`src/hdl/rv_core_pkg.sv`:
```
`default_nettype none

package rv_core_pkg;

  //////////////////////////////////////////////////////////////////////
  // widths and word types
  //////////////////////////////////////////////////////////////////////

  localparam int xlen = 32;
  // bus addresses whole words
  localparam int adr_w = xlen - 2;

  typedef logic [xlen-1:0] word_t;
  typedef logic [4:0] reg_addr_t;

  //////////////////////////////////////////////////////////////////////
  // encodings
  //////////////////////////////////////////////////////////////////////

  // major opcodes of the supported subset
  typedef enum logic [6:0] {
    op_lui   = 7'b0110111,
    op_imm   = 7'b0010011,
    op_reg   = 7'b0110011,
    op_store = 7'b0100011
  } opcode_e;

  typedef enum logic [2:0] {
    alu_add,
    alu_sub,
    alu_and,
    alu_or,
    alu_xor,
    alu_slt,
    alu_sltu
  } alu_op_e;

endpackage

`default_nettype wire

```
`src/hdl/rv_core.sv`:
```
`timescale 1ns/10ps
`default_nettype none

module rv_core #(
  parameter rv_core_pkg::word_t reset_pc = 32'h0000_0000
) (
  input  wire                           clk_i,
  input  wire                           reset_i,
  input  rv_core_pkg::word_t            master_dat_i,
  input  wire                           ack_i,
  output rv_core_pkg::word_t            master_dat_o,
  output logic [rv_core_pkg::adr_w-1:0] adr_o,
  output logic                          cyc_o,
  output logic                          stb_o,
  output logic                          we_o,
  output logic [3:0]                    sel_o
);

  //////////////////////////////////////////////////////////////////////
  // stage wiring
  //////////////////////////////////////////////////////////////////////

  logic                          fetch_req;
  logic [rv_core_pkg::adr_w-1:0] fetch_adr;
  logic                          fetch_grant;
  logic                          fetch_ack;
  rv_core_pkg::word_t            instr;
  logic                          instr_valid;
  logic                          decode_ready;

  logic                          dec_valid;
  rv_core_pkg::alu_op_e          dec_op;
  rv_core_pkg::reg_addr_t        dec_rd;
  rv_core_pkg::reg_addr_t        dec_rs1;
  rv_core_pkg::reg_addr_t        dec_rs2;
  rv_core_pkg::word_t            dec_imm;
  logic                          dec_use_imm;
  logic                          dec_store;
  logic                          dec_lui;
  logic                          exec_ready;

  rv_core_pkg::reg_addr_t        rs1_addr;
  rv_core_pkg::reg_addr_t        rs2_addr;
  rv_core_pkg::word_t            rs1_data;
  rv_core_pkg::word_t            rs2_data;
  logic                          wb_we;
  rv_core_pkg::reg_addr_t        wb_addr;
  rv_core_pkg::word_t            wb_data;

  logic                          st_req;
  logic [rv_core_pkg::adr_w-1:0] st_adr;
  rv_core_pkg::word_t            st_data;
  logic                          st_done;

  rv_fetch #(
    .reset_pc (reset_pc)
  ) u_fetch (
    .clk_i          (clk_i),
    .reset_i        (reset_i),
    .fetch_grant_i  (fetch_grant),
    .fetch_ack_i    (fetch_ack),
    .bus_dat_i      (master_dat_i),
    .decode_ready_i (decode_ready),
    .fetch_req_o    (fetch_req),
    .fetch_adr_o    (fetch_adr),
    .instr_o        (instr),
    .instr_valid_o  (instr_valid)
  );

  rv_decode u_decode (
    .clk_i          (clk_i),
    .reset_i        (reset_i),
    .instr_i        (instr),
    .instr_valid_i  (instr_valid),
    .exec_ready_i   (exec_ready),
    .decode_ready_o (decode_ready),
    .dec_valid_o    (dec_valid),
    .dec_op_o       (dec_op),
    .dec_rd_o       (dec_rd),
    .dec_rs1_o      (dec_rs1),
    .dec_rs2_o      (dec_rs2),
    .dec_imm_o      (dec_imm),
    .dec_use_imm_o  (dec_use_imm),
    .dec_store_o    (dec_store),
    .dec_lui_o      (dec_lui)
  );

  rv_regfile u_regfile (
    .clk_i      (clk_i),
    .rs1_addr_i (rs1_addr),
    .rs2_addr_i (rs2_addr),
    .wr_en_i    (wb_we),
    .wr_addr_i  (wb_addr),
    .wr_data_i  (wb_data),
    .rs1_data_o (rs1_data),
    .rs2_data_o (rs2_data)
  );

  rv_execute u_execute (
    .clk_i         (clk_i),
    .reset_i       (reset_i),
    .dec_valid_i   (dec_valid),
    .dec_op_i      (dec_op),
    .dec_rd_i      (dec_rd),
    .dec_rs1_i     (dec_rs1),
    .dec_rs2_i     (dec_rs2),
    .dec_imm_i     (dec_imm),
    .dec_use_imm_i (dec_use_imm),
    .dec_store_i   (dec_store),
    .dec_lui_i     (dec_lui),
    .rs1_data_i    (rs1_data),
    .rs2_data_i    (rs2_data),
    .st_done_i     (st_done),
    .exec_ready_o  (exec_ready),
    .rs1_addr_o    (rs1_addr),
    .rs2_addr_o    (rs2_addr),
    .wb_we_o       (wb_we),
    .wb_addr_o     (wb_addr),
    .wb_data_o     (wb_data),
    .st_req_o      (st_req),
    .st_adr_o      (st_adr),
    .st_data_o     (st_data)
  );

  rv_store_bus u_store_bus (
    .clk_i         (clk_i),
    .reset_i       (reset_i),
    .fetch_req_i   (fetch_req),
    .fetch_adr_i   (fetch_adr),
    .st_req_i      (st_req),
    .st_adr_i      (st_adr),
    .st_data_i     (st_data),
    .ack_i         (ack_i),
    .fetch_grant_o (fetch_grant),
    .fetch_ack_o   (fetch_ack),
    .st_done_o     (st_done),
    .adr_o         (adr_o),
    .cyc_o         (cyc_o),
    .stb_o         (stb_o),
    .we_o          (we_o),
    .sel_o         (sel_o),
    .master_dat_o  (master_dat_o)
  );

endmodule

`default_nettype wire

```
`src/hdl/rv_decode.sv`:
```
`timescale 1ns/10ps
`default_nettype none

module rv_decode (
  input  wire                    clk_i,
  input  wire                    reset_i,
  input  rv_core_pkg::word_t     instr_i,
  input  wire                    instr_valid_i,
  input  wire                    exec_ready_i,
  output logic                   decode_ready_o,
  output logic                   dec_valid_o,
  output rv_core_pkg::alu_op_e   dec_op_o,
  output rv_core_pkg::reg_addr_t dec_rd_o,
  output rv_core_pkg::reg_addr_t dec_rs1_o,
  output rv_core_pkg::reg_addr_t dec_rs2_o,
  output rv_core_pkg::word_t     dec_imm_o,
  output logic                   dec_use_imm_o,
  output logic                   dec_store_o,
  output logic                   dec_lui_o
);

  rv_core_pkg::opcode_e   opcode;
  logic [2:0]             funct3;
  rv_core_pkg::alu_op_e   op;
  rv_core_pkg::reg_addr_t rd;
  rv_core_pkg::word_t     imm;
  logic                   use_imm;
  logic                   store;
  logic                   lui;
  logic                   accept;

  assign opcode = rv_core_pkg::opcode_e'(instr_i[6:0]);
  assign funct3 = instr_i[14:12];

  always_comb begin
    op      = rv_core_pkg::alu_add;
    rd      = '0;
    imm     = {{20{instr_i[31]}}, instr_i[31:20]};
    use_imm = 1'b0;
    store   = 1'b0;
    lui     = 1'b0;
    case (opcode)
      rv_core_pkg::op_lui: begin
        rd  = instr_i[11:7];
        imm = {instr_i[31:12], 12'b0};
        lui = 1'b1;
      end
      rv_core_pkg::op_imm: begin
        rd      = instr_i[11:7];
        use_imm = 1'b1;
        case (funct3)
          3'b000: op = rv_core_pkg::alu_add;
          3'b010: op = rv_core_pkg::alu_slt;
          3'b100: op = rv_core_pkg::alu_xor;
          3'b110: op = rv_core_pkg::alu_or;
          3'b111: op = rv_core_pkg::alu_and;
          default: rd = '0;
        endcase
      end
      rv_core_pkg::op_reg: begin
        rd = instr_i[11:7];
        case (funct3)
          3'b000: op = instr_i[30] ? rv_core_pkg::alu_sub : rv_core_pkg::alu_add;
          3'b010: op = rv_core_pkg::alu_slt;
          3'b011: op = rv_core_pkg::alu_sltu;
          3'b100: op = rv_core_pkg::alu_xor;
          3'b110: op = rv_core_pkg::alu_or;
          3'b111: op = rv_core_pkg::alu_and;
          default: rd = '0;
        endcase
      end
      rv_core_pkg::op_store: begin
        // store widths other than a word fall through as no-ops
        imm     = {{20{instr_i[31]}}, instr_i[31:25], instr_i[11:7]};
        use_imm = 1'b1;
        store   = (funct3 == 3'b010);
      end
      default: rd = '0;
    endcase
  end

  assign decode_ready_o = ~dec_valid_o | exec_ready_i;
  assign accept = instr_valid_i & decode_ready_o;

  always_ff @(posedge clk_i) begin
    if (reset_i) begin
      dec_valid_o <= 1'b0;
    end else if (accept) begin
      dec_valid_o <= 1'b1;
    end else if (exec_ready_i) begin
      dec_valid_o <= 1'b0;
    end
  end

  always_ff @(posedge clk_i) begin
    if (accept) begin
      dec_op_o      <= op;
      dec_rd_o      <= rd;
      dec_rs1_o     <= lui ? 5'd0 : instr_i[19:15];
      dec_rs2_o     <= instr_i[24:20];
      dec_imm_o     <= imm;
      dec_use_imm_o <= use_imm;
      dec_store_o   <= store;
      dec_lui_o     <= lui;
    end
  end

endmodule

`default_nettype wire

```
`src/hdl/rv_execute.sv`:
```
`timescale 1ns/10ps
`default_nettype none

module rv_execute (
  input  wire                           clk_i,
  input  wire                           reset_i,
  input  wire                           dec_valid_i,
  input  rv_core_pkg::alu_op_e          dec_op_i,
  input  rv_core_pkg::reg_addr_t        dec_rd_i,
  input  rv_core_pkg::reg_addr_t        dec_rs1_i,
  input  rv_core_pkg::reg_addr_t        dec_rs2_i,
  input  rv_core_pkg::word_t            dec_imm_i,
  input  wire                           dec_use_imm_i,
  input  wire                           dec_store_i,
  input  wire                           dec_lui_i,
  input  rv_core_pkg::word_t            rs1_data_i,
  input  rv_core_pkg::word_t            rs2_data_i,
  input  wire                           st_done_i,
  output logic                          exec_ready_o,
  output rv_core_pkg::reg_addr_t        rs1_addr_o,
  output rv_core_pkg::reg_addr_t        rs2_addr_o,
  output logic                          wb_we_o,
  output rv_core_pkg::reg_addr_t        wb_addr_o,
  output rv_core_pkg::word_t            wb_data_o,
  output logic                          st_req_o,
  output logic [rv_core_pkg::adr_w-1:0] st_adr_o,
  output rv_core_pkg::word_t            st_data_o
);

  rv_core_pkg::word_t op_a;
  rv_core_pkg::word_t fwd_b;
  rv_core_pkg::word_t op_b;
  rv_core_pkg::word_t alu_result;
  rv_core_pkg::word_t result;
  logic               consume;

  assign rs1_addr_o = dec_rs1_i;
  assign rs2_addr_o = dec_rs2_i;

  // bypass from the writeback register
  assign op_a  = (wb_we_o && (wb_addr_o != 5'd0) && (wb_addr_o == dec_rs1_i)) ?
                 wb_data_o : rs1_data_i;
  assign fwd_b = (wb_we_o && (wb_addr_o != 5'd0) && (wb_addr_o == dec_rs2_i)) ?
                 wb_data_o : rs2_data_i;
  assign op_b  = dec_use_imm_i ? dec_imm_i : fwd_b;

  always_comb begin
    case (dec_op_i)
      rv_core_pkg::alu_sub:  alu_result = op_a - op_b;
      rv_core_pkg::alu_and:  alu_result = op_a & op_b;
      rv_core_pkg::alu_or:   alu_result = op_a | op_b;
      rv_core_pkg::alu_xor:  alu_result = op_a ^ op_b;
      rv_core_pkg::alu_slt:  alu_result = {31'b0, $signed(op_a) < $signed(op_b)};
      rv_core_pkg::alu_sltu: alu_result = {31'b0, op_a < op_b};
      default:               alu_result = op_a + op_b;
    endcase
  end

  assign result       = dec_lui_i ? dec_imm_i : alu_result;
  assign exec_ready_o = ~st_req_o;
  assign consume      = dec_valid_i & exec_ready_o;

  //////////////////////////////////////////////////////////////////////
  // writeback and store control
  //////////////////////////////////////////////////////////////////////

  always_ff @(posedge clk_i) begin
    if (reset_i) begin
      wb_we_o  <= 1'b0;
      st_req_o <= 1'b0;
    end else begin
      wb_we_o <= consume & ~dec_store_i & (dec_rd_i != 5'd0);
      if (consume && dec_store_i) begin
        st_req_o <= 1'b1;
      end else if (st_done_i) begin
        st_req_o <= 1'b0;
      end
    end
  end

  always_ff @(posedge clk_i) begin
    if (consume) begin
      wb_addr_o <= dec_rd_i;
      wb_data_o <= result;
    end
    // address and data stay put while the store runs
    if (consume && dec_store_i) begin
      st_adr_o  <= alu_result[rv_core_pkg::xlen-1:2];
      st_data_o <= fwd_b;
    end
  end

endmodule

`default_nettype wire

```
`src/hdl/rv_fetch.sv`:
```
`timescale 1ns/10ps
`default_nettype none

module rv_fetch #(
  parameter rv_core_pkg::word_t reset_pc = 32'h0000_0000
) (
  input  wire                             clk_i,
  input  wire                             reset_i,
  input  wire                             fetch_grant_i,
  input  wire                             fetch_ack_i,
  input  rv_core_pkg::word_t              bus_dat_i,
  input  wire                             decode_ready_i,
  output logic                            fetch_req_o,
  output logic [rv_core_pkg::adr_w-1:0]   fetch_adr_o,
  output rv_core_pkg::word_t              instr_o,
  output logic                            instr_valid_o
);

  typedef enum logic [1:0] {
    st_idle,
    st_request,
    st_full
  } state_e;

  state_e             state_q;
  rv_core_pkg::word_t pc_q;
  rv_core_pkg::word_t instr_q;
  logic               bus_done;
  logic               take;

  assign bus_done = fetch_grant_i & fetch_ack_i;
  // decode empties the buffer this cycle
  assign take = (state_q == st_full) & decode_ready_i;

  always_ff @(posedge clk_i) begin
    if (reset_i) begin
      state_q <= st_idle;
      pc_q    <= reset_pc;
    end else begin
      case (state_q)
        st_idle: state_q <= st_request;
        st_request: begin
          if (bus_done) begin
            state_q <= st_full;
            pc_q    <= pc_q + 32'd4;
          end
        end
        st_full: begin
          if (take) begin
            state_q <= st_request;
          end
        end
        default: state_q <= st_idle;
      endcase
    end
  end

  // one-word instruction buffer
  always_ff @(posedge clk_i) begin
    if ((state_q == st_request) && bus_done) begin
      instr_q <= bus_dat_i;
    end
  end

  assign fetch_req_o   = (state_q == st_request);
  assign fetch_adr_o   = pc_q[rv_core_pkg::xlen-1:2];
  assign instr_o       = instr_q;
  assign instr_valid_o = (state_q == st_full);

endmodule

`default_nettype wire

```
`src/hdl/rv_regfile.sv`:
```
`timescale 1ns/10ps
`default_nettype none

module rv_regfile (
  input  wire                    clk_i,
  input  rv_core_pkg::reg_addr_t rs1_addr_i,
  input  rv_core_pkg::reg_addr_t rs2_addr_i,
  input  wire                    wr_en_i,
  input  rv_core_pkg::reg_addr_t wr_addr_i,
  input  rv_core_pkg::word_t     wr_data_i,
  output rv_core_pkg::word_t     rs1_data_o,
  output rv_core_pkg::word_t     rs2_data_o
);

  // x0 has no storage
  rv_core_pkg::word_t regs [1:31];

  always_ff @(posedge clk_i) begin
    if (wr_en_i && (wr_addr_i != 5'd0)) begin
      regs[wr_addr_i] <= wr_data_i;
    end
  end

  assign rs1_data_o = (rs1_addr_i == 5'd0) ? '0 : regs[rs1_addr_i];
  assign rs2_data_o = (rs2_addr_i == 5'd0) ? '0 : regs[rs2_addr_i];

endmodule

`default_nettype wire

```
`src/hdl/rv_store_bus.sv`:
```
`timescale 1ns/10ps
`default_nettype none

module rv_store_bus (
  input  wire                           clk_i,
  input  wire                           reset_i,
  input  wire                           fetch_req_i,
  input  wire [rv_core_pkg::adr_w-1:0]  fetch_adr_i,
  input  wire                           st_req_i,
  input  wire [rv_core_pkg::adr_w-1:0]  st_adr_i,
  input  rv_core_pkg::word_t            st_data_i,
  input  wire                           ack_i,
  output logic                          fetch_grant_o,
  output logic                          fetch_ack_o,
  output logic                          st_done_o,
  output logic [rv_core_pkg::adr_w-1:0] adr_o,
  output logic                          cyc_o,
  output logic                          stb_o,
  output logic                          we_o,
  output logic [3:0]                    sel_o,
  output rv_core_pkg::word_t            master_dat_o
);

  logic busy_q;
  // high while the store side owns the bus
  logic owner_st_q;

  // owner only changes while the bus is idle and a store goes first
  always_ff @(posedge clk_i) begin
    if (reset_i) begin
      busy_q     <= 1'b0;
      owner_st_q <= 1'b0;
    end else if (busy_q) begin
      if (ack_i) begin
        busy_q <= 1'b0;
      end
    end else if (st_req_i) begin
      busy_q     <= 1'b1;
      owner_st_q <= 1'b1;
    end else if (fetch_req_i) begin
      busy_q     <= 1'b1;
      owner_st_q <= 1'b0;
    end
  end

  assign fetch_grant_o = busy_q & ~owner_st_q;
  assign fetch_ack_o   = fetch_grant_o & ack_i;
  assign st_done_o     = busy_q & owner_st_q & ack_i;

  assign cyc_o        = busy_q;
  assign stb_o        = busy_q;
  assign we_o         = busy_q & owner_st_q;
  assign sel_o        = {4{we_o}};
  assign adr_o        = owner_st_q ? st_adr_i : fetch_adr_i;
  assign master_dat_o = st_data_i;

endmodule

`default_nettype wire

```
`config.mk`:
```
export PLATFORM = sky130hd
export DESIGN_NAME = rv_core
export DESIGN_NICKNAME = d
export VERILOG_FILES = /design/src/hdl/rv_core_pkg.sv /design/src/hdl/rv_core.sv /design/src/hdl/rv_decode.sv /design/src/hdl/rv_execute.sv /design/src/hdl/rv_fetch.sv /design/src/hdl/rv_regfile.sv /design/src/hdl/rv_store_bus.sv
export SDC_FILE = /design/constraint.sdc
export NUM_CORES = 2
export LEC_CHECK = 0
export BUFFER_PORTS_ARGS = -buffer_cell sky130_fd_sc_hd__buf_2
export CAP_MARGIN = 10
export CORE_UTILIZATION = 64
export CTS_CLUSTER_DIAMETER = 60
export DETAILED_ROUTE_END_ITERATION = 7
export HOLD_SLACK_MARGIN = 0.03
export PLACE_DENSITY = 0.81
export SYNTH_ARGS = -nofsm -noshare
export SYNTH_HDL_FRONTEND = slang
export SYNTH_HIERARCHICAL = 1
export SYNTH_SLANG_ARGS = --single-unit
export TNS_END_PERCENT = 1
```
`constraint.sdc`:
```
create_clock -name clk_i -period 7.9 [get_ports clk_i]
set_input_delay 2.37 -clock clk_i [delete_from_list [all_inputs] [get_ports clk_i]]
set_output_delay 2.37 -clock clk_i [all_outputs]
set_load 0.1 [all_outputs]
```
After elaboration in Yosys (flattened, before gate mapping)
Memory sizes are Yosys's and may differ from the RTL's. A register that Yosys moved wholly into a read port is not among the register bits.
Cells that the tools add are included.
Storage, ports and cells
  logic and storage cells: 121
  memory bits (writable): 992
  output and inout bits: 69
  memories: 1
  flip-flop bits (word level): 223
  bits in latches: 0
  memory bits (read-only): 0
  input port bits: 35
Memories
  u_regfile.regs: words 31, width 32, rd ports 2, clocked after Yosys merged registers in 2, write ports 1, RTL line rv_regfile.sv:16  | rv_core_pkg::word_t regs [1:31];
Operators by class
  reduce and logical (&&, ||, !) cells: 19
  add/sub/neg operators: 3
  mux-type cells: 36
  equality and inequality tests: 22
  bitwise operators: 18
  multipliers: 0
  divide/modulo/power cells: 0
  shift-type cells: 0
  $lt $le $gt $ge: 2
Operators with widths (count)
  $mux W32: 6
  $pmux W32 S6: 1
  $lt A32 B32 Y1: 2
  $pmux W31 S2: 1
  $add A32 B3 Y32 const B: 1
  $add A32 B32 Y32: 1
  $and A32 B32 Y32: 1
  $or A32 B32 Y32: 1
  $sub A32 B32 Y32: 1
  $xor A32 B32 Y32: 1
  $mux W30: 1
  $mux W5: 5
  $eq A7 B6 Y1 const B: 3
  $eq A3 B3 Y1 const B: 6
  $pmux W3 S6: 1
  $mux W1: 15
  $pmux W5 S3: 1
  $eq A3 B2 Y1 const B: 4
  $pmux W3 S4: 1
  $eq A5 B5 Y1: 2
  $logic_not A5 Y1: 2
  $reduce_bool A5 Y1: 2
  $and A1 B1 Y1: 9
  $eq A7 B5 Y1 const B: 1
  other kinds (18): 31

Longest topological paths before layout
  depth in word-level cells: 8
  depth in mapped cells: 25
  mapped depth without buffers: 19

Hierarchy
Netlist, hierarchy kept.
By module, submodules not included
  rv_regfile: times used 1, cells each 2601, area each 46498.3 µm², seq. area each 29788.6 µm²
  rv_execute: times used 1, cells each 1089, area each 10069.7 µm², seq. area each 3012.9 µm²
  rv_fetch: times used 1, cells each 199, area each 2418.6 µm², seq. area each 1601.5 µm²
  rv_decode: times used 1, cells each 138, area each 2220.9 µm², seq. area each 1611.5 µm²
  rv_store_bus: times used 1, cells each 84, area each 879.6 µm², seq. area each 40.0 µm²

Least setup slack after synthesis
OpenSTA, ideal clock, no wires.
  path type: reg2reg
  start point: reg u_decode.dec_rs2_o[1]
  end point: reg u_execute.wb_data_o[30] (data pin)
  stages on the path, launching flop included: 23
  slack: 2.289 ns
  path buffers: 6
  arrival: 5.351 ns
  library setup time: 0.260 ns
  cell sequence: edfxtp_1 > buf_4 > buf_6 > buf_6 > buf_6 > clkbuf_1 > mux4_2 > a22o_1 > a311o_1 > mux2_2 > mux2_2 > ha_1 > buf_2 > o21bai_1 > a211oi_1 > o211ai_1 > a211oi_2 > o21ai_0 > a211oi_1 > o21ai_0 > mux2i_1 > or4_1 > mux2_2
Between the ends
  word-level cells in the longest chain between the ends: 7
RTL lines
  start: declaration: RTL line rv_decode.sv:15  | output rv_core_pkg::reg_addr_t dec_rs2_o,
  start signal: assignment: RTL line rv_decode.sv:100  | dec_rs2_o <= instr_i[24:20];
  $logic_not A5 Y1 *: RTL line rv_regfile.sv:25  | assign rs2_data_o = (rs2_addr_i == 5'd0) ? '0 : regs[rs2_addr_i];
  $mux W32 *: RTL line rv_regfile.sv:25
  via rs2_data[2]: RTL line rv_core.sv:45  | rv_core_pkg::word_t rs2_data;
  $mux W32 *: RTL line rv_execute.sv:43  | assign fwd_b = (wb_we_o && (wb_addr_o != 5'd0) && (wb_addr_o == dec_rs2_i)) ?
  via u_execute.fwd_b[2]: RTL line rv_execute.sv:31  | rv_core_pkg::word_t fwd_b;
  $mux W32 *: RTL line rv_execute.sv:45  | assign op_b = dec_use_imm_i ? dec_imm_i : fwd_b;
  $add A32 B32 Y32 or $sub A32 B32 Y32 (tied branches): RTL line rv_execute.sv:55, rv_execute.sv:49
  $pmux W32 S6 *: RTL line rv_execute.sv:48  | case (dec_op_i)
  via u_execute.alu_result[30]: RTL line rv_execute.sv:33  | rv_core_pkg::word_t alu_result;
  $mux W32 *: RTL line rv_execute.sv:59  | assign result = dec_lui_i ? dec_imm_i : alu_result;
  via u_execute.result[30]: RTL line rv_execute.sv:34  | rv_core_pkg::word_t result;
  end signal: assignment: RTL line rv_execute.sv:84  | wb_data_o <= result;
  end: declaration: RTL line rv_execute.sv:24  | output rv_core_pkg::word_t wb_data_o,
Mark *: on every way through the listed nets, which the timed path passes. The rest lies on a longest branch.
A chain may end at the register's enable or synchronous reset.

Worst setup path after layout
Same ends and word-level chain as after synthesis.

==> flow_summary.rst <==
.. list-table::
   :header-rows: 1

   * - Metric
     - Value
   * - Outcome
     - finished clean
   * - Core area
     - 0.0956 sq mm
   * - Count of unique library cells instantiated by Yosys
     - 100
   * - Number of DRC violations after detailed-routing iteration 0
     - 7049
   * - CTS tree
     - built
   * - Unrepaired setup endpoints after global routing
     - false
   * - Count of maximum capacitance violations
     - 0
   * - Number of failing setup endpoints in the final timing report
     - 0
   * - Area added between synthesis and finish
     - 9.51%
   * - Max-Slew Margin vs Limit
     - 11.6%
   * - Average cell area after synthesis
     - 15.1 sq um
   * - Leading post-synthesis cells by cell area
     - edfxtp_1 57%, mux4_2 12%, mux2i_1 5.2%, mux2_2 2.8%, ha_1 2.0%
   * - Cell type with the largest total area after synthesis
     - edfxtp_1
   * - Transition time at the pin with the least slew margin
     - 1330 ps
   * - Highest clock rate
     - 0.142 GHz
   * - DRC viols
     - 0
   * - Number of gates given a new drive strength after cts
     - 0
   * - Share of final-layout standard cells stronger than drive strength 1
     - 24.4%
   * - Avg WL per Cell
     - 35.3 microns
   * - Count of buffers from port buffering
     - 103
   * - Number of antenna-violating nets in the routed design
     - 0
   * - Vias
     - 41700
   * - Antenna violations before repair
     - 11
   * - Ys Warns
     - 6
   * - Number of cell rows
     - 113
   * - # clock sinks
     - 1213
   * - Y dimension of the die
     - 313 microns
   * - Overflow left after global routing
     - 0
   * - Tmin final
     - 7030 ps
   * - Most frequent cell after synthesis
     - edfxtp_1
   * - Final-report max-slew violation count
     - 0
   * - Arrival time of data at the critical path endpoint
     - 7500 ps
   * - Area of the mapped netlist
     - 0.0621 sq mm
   * - Weighted congestion at the end of routability-driven global placement
     - 0.976
   * - Async SR Flop Fraction
     - 0%
   * - # fillers
     - 5907
   * - CTS H-tree depth
     - 3
   * - Number of global-route vias before repair
     - 40900
   * - Clock transition at path regs
     - 60 ps
   * - Worst EP required
     - 8370 ps
   * - Biggest fanout along the worst timing path
     - 11
   * - Final hold vios
     - 0
   * - CTS max path bufs
     - 3
   * - Class of the tightest hold or removal check
     - reg2reg
   * - Worst R2R Path Depth
     - 19
   * - Critical path class
     - reg2reg
   * - Post-Place Worst Slack
     - 970 ps
   * - Fin Clk Skew
     - 37.9 ps
   * - Final setup slack of the worst path
     - 868 ps
   * - Post-layout nets
     - 4288
   * - Initial core utilization
     - 65.0%
   * - R2r startpoint
     - u_decode/dec_rs2_o[1]$_DFFE_PP_
   * - Top cell types by occurrence after synthesis
     - 1176 x edfxtp_1, 339 x mux4_2, 323 x mux2i_1
   * - Total power divided by cell area
     - 190 mW/mm^2
   * - Die width
     - 313 microns
   * - Critical path origin
     - u_decode/dec_rs2_o[1]$_DFFE_PP_
   * - Largest net degree at the start of global routing
     - 68
   * - Synthesized netlist cell count
     - 4111
   * - Detailed-route wire length
     - 195000 microns
   * - DP HPWL
     - 120000 microns
   * - Sequential area share after synthesis
     - 58.1%
   * - Worst hold slack
     - 466 ps
   * - Hold buffers post-CTS
     - 0
   * - Total iterations of the first detailed-routing run
     - 8
   * - Primary FF master, synth
     - edfxtp_1
   * - Overall power of the completed layout
     - 12900 uW
   * - Overall die area
     - 0.0983 sq mm
   * - Final core occ
     - 71.1%
   * - Post-CTS Setup Inserts
     - 0
   * - Clock Latency Late Sink
     - 740 ps
   * - Wire length of the first global-routing pass
     - 279000 microns
   * - Synthesized netlist net count
     - 4245
   * - Inserted Clock Buffers
     - 121
   * - Vias/cell
     - 7.54
   * - Total global-route track usage
     - 39.6%
   * - Area share of the largest cell type after synthesis
     - 56.9%
   * - Total I/O pin count
     - 104
   * - Register bit count reported by yosys
     - 1213
   * - Root Buffer Master
     - clkbuf_16
   * - Crit path launch type
     - flop
   * - Post-synth EDFFs
     - 1176
   * - Worst-case vdd ir drop
     - 255 uV
   * - End point of the critical path
     - u_execute/wb_data_o[30]$_DFFE_PP_
   * - Leakage
     - 0.0236 uW
   * - Reg-to-reg critical path endpoint
     - u_execute/wb_data_o[30]$_DFFE_PP_
   * - Accumulated negative setup slack
     - 0 ps
   * - Kind of capture point of the worst setup path
     - flop
   * - Setup slack, reg-to-reg
     - 870 ps
   * - Period utilization
     - 89.0%
[power breakdown]
| part | switching [uW] | total (uW) | internal (uW) |
|---|---|---|---|
| clock | 2540 | 5840 | 3300 |
| combinational | 77.0 | 121 | 44.4 |
| sequential | 7.65 | 6960 | 6950 |
| total | 2630 | 12900 | 10300 |
[stage by stage]
stage / cells / instance area, sq um
after floorplan: 4111 / 62100
after global placement: 5296 / 64000
after detailed placement: 5296 / 64000
after CTS: 5525 / 68000
after global routing: 5526 / 68000
final: 5528 / 68000
[sequential cells by signal, summed over array words and instances, names as in the netlist, 2 cells and up]
name and count:
u_decode/dec_rs2_o 5, u_decode/dec_op_o 3, u_execute/st_data_o 32, u_execute/wb_data_o 32, u_fetch/instr_o 32, u_execute/st_adr_o 30
u_decode/dec_imm_o 32, u_fetch/pc_q 30, u_decode/dec_rd_o 5, u_execute/wb_addr_o 5, u_regfile/regs 992, u_decode/dec_rs1_o 5
u_fetch/state_q 2
[cell families after synthesis]
logic type               synth area share (%)
multiplexers                             21.4
buffers and inverters                    3.74
adder cells (fa/ha/maj)                  2.04
AO/OA/AOI/OAI                            8.25
XOR/XNOR                                0.677
AND/OR/NAND/NOR                          5.84
flip-flops                               58.1
[layout by cell type, fill, tap and decap left out, types with 32 or more instances in the layout]
| cell type | n |
|---|---|
| nor2b_1 | 61 |
| mux2_2 | 157 |
| edfxtp_1 | 1176 |
| nand2_1 | 150 |
| a21o_1 | 41 |
| clkbuf_16 | 123 |
| a22o_1 | 47 |
| nor2_4 | 33 |
| nand4_1 | 34 |
| inv_1 | 120 |
| a311o_1 | 32 |
| nand2b_1 | 32 |
| ha_1 | 97 |
| and2_1 | 40 |
| nor2_1 | 183 |
| a22oi_1 | 115 |
| a211o_1 | 34 |
| mux4_2 | 339 |
| a21oi_1 | 147 |
| dfxtp_1 | 36 |
| o21ai_0 | 61 |
| buf_4 | 137 |
| nand3_1 | 86 |
| buf_2 | 103 |
| mux2i_1 | 323 |
[worst max-delay path, stage by stage (launching register included)]
cell	delay (ps)
edfxtp_1	910
buf_4	350
mux4_2	510
nor2b_1	140
a211o_1	300
a311o_1	430
mux2_2	300
mux2_2	280
ha_1	460
o21bai_1	160
a211oi_1	490
o211ai_1	160
a211oi_2	280
buf_4	190
o21ai_0	120
a211oi_1	520
o21ai_0	230
mux2i_1	150
or4_1	500
mux2_2	280
[per-layer routing]
metal  track usage [%]  routed length [microns]  vias up
met5                 0                      114        -
met4              24.6                    14400       14
met3              10.0                    26000      833
met2              59.6                    87700     3646
met1              52.2                    67100    20700
li1                  -                        -    16500
[how the worst min path moves through the flow]
| stage | start | to | slack [ps] | cells past startpoint |
|---|---|---|---|---|
| floorplan | u_decode/dec_store_o$_SDFFCE_PP0P_ | u_execute/wb_we_o$_SDFF_PP0_ | 410 | 1 |
| global placement | u_decode/dec_store_o$_SDFFCE_PP0P_ | u_execute/wb_we_o$_SDFF_PP0_ | 450 | 1 |
| detailed placement | u_decode/dec_store_o$_SDFFCE_PP0P_ | u_execute/wb_we_o$_SDFF_PP0_ | 450 | 1 |
| CTS | u_decode/dec_store_o$_SDFFCE_PP0P_ | u_execute/wb_we_o$_SDFF_PP0_ | 460 | 1 |
| global route | u_decode/dec_rd_o[2]$_DFFE_PP_ | u_execute/wb_addr_o[2]$_DFFE_PP_ | 470 | 0 |
| finish | u_decode/dec_store_o$_SDFFCE_PP0P_ | u_execute/wb_we_o$_SDFF_PP0_ | 470 | 1 |
[cell type report]
class / instances / area (sq um) / share of cell area (%)
sequential: 1213 / 36100 / 53.0
antenna: 3 / 7.51 / 0.0110
inverter: 121 / 454 / 0.668
clock inverter: 78 / 796 / 1.17
tap: 1265 / 1580 / 2.33
timing repair buffer: 255 / 1840 / 2.71
clock buffer: 151 / 3220 / 4.74
multi-input combinational: 2442 / 24000 / 35.3
(Power assumes the default switching activity.)
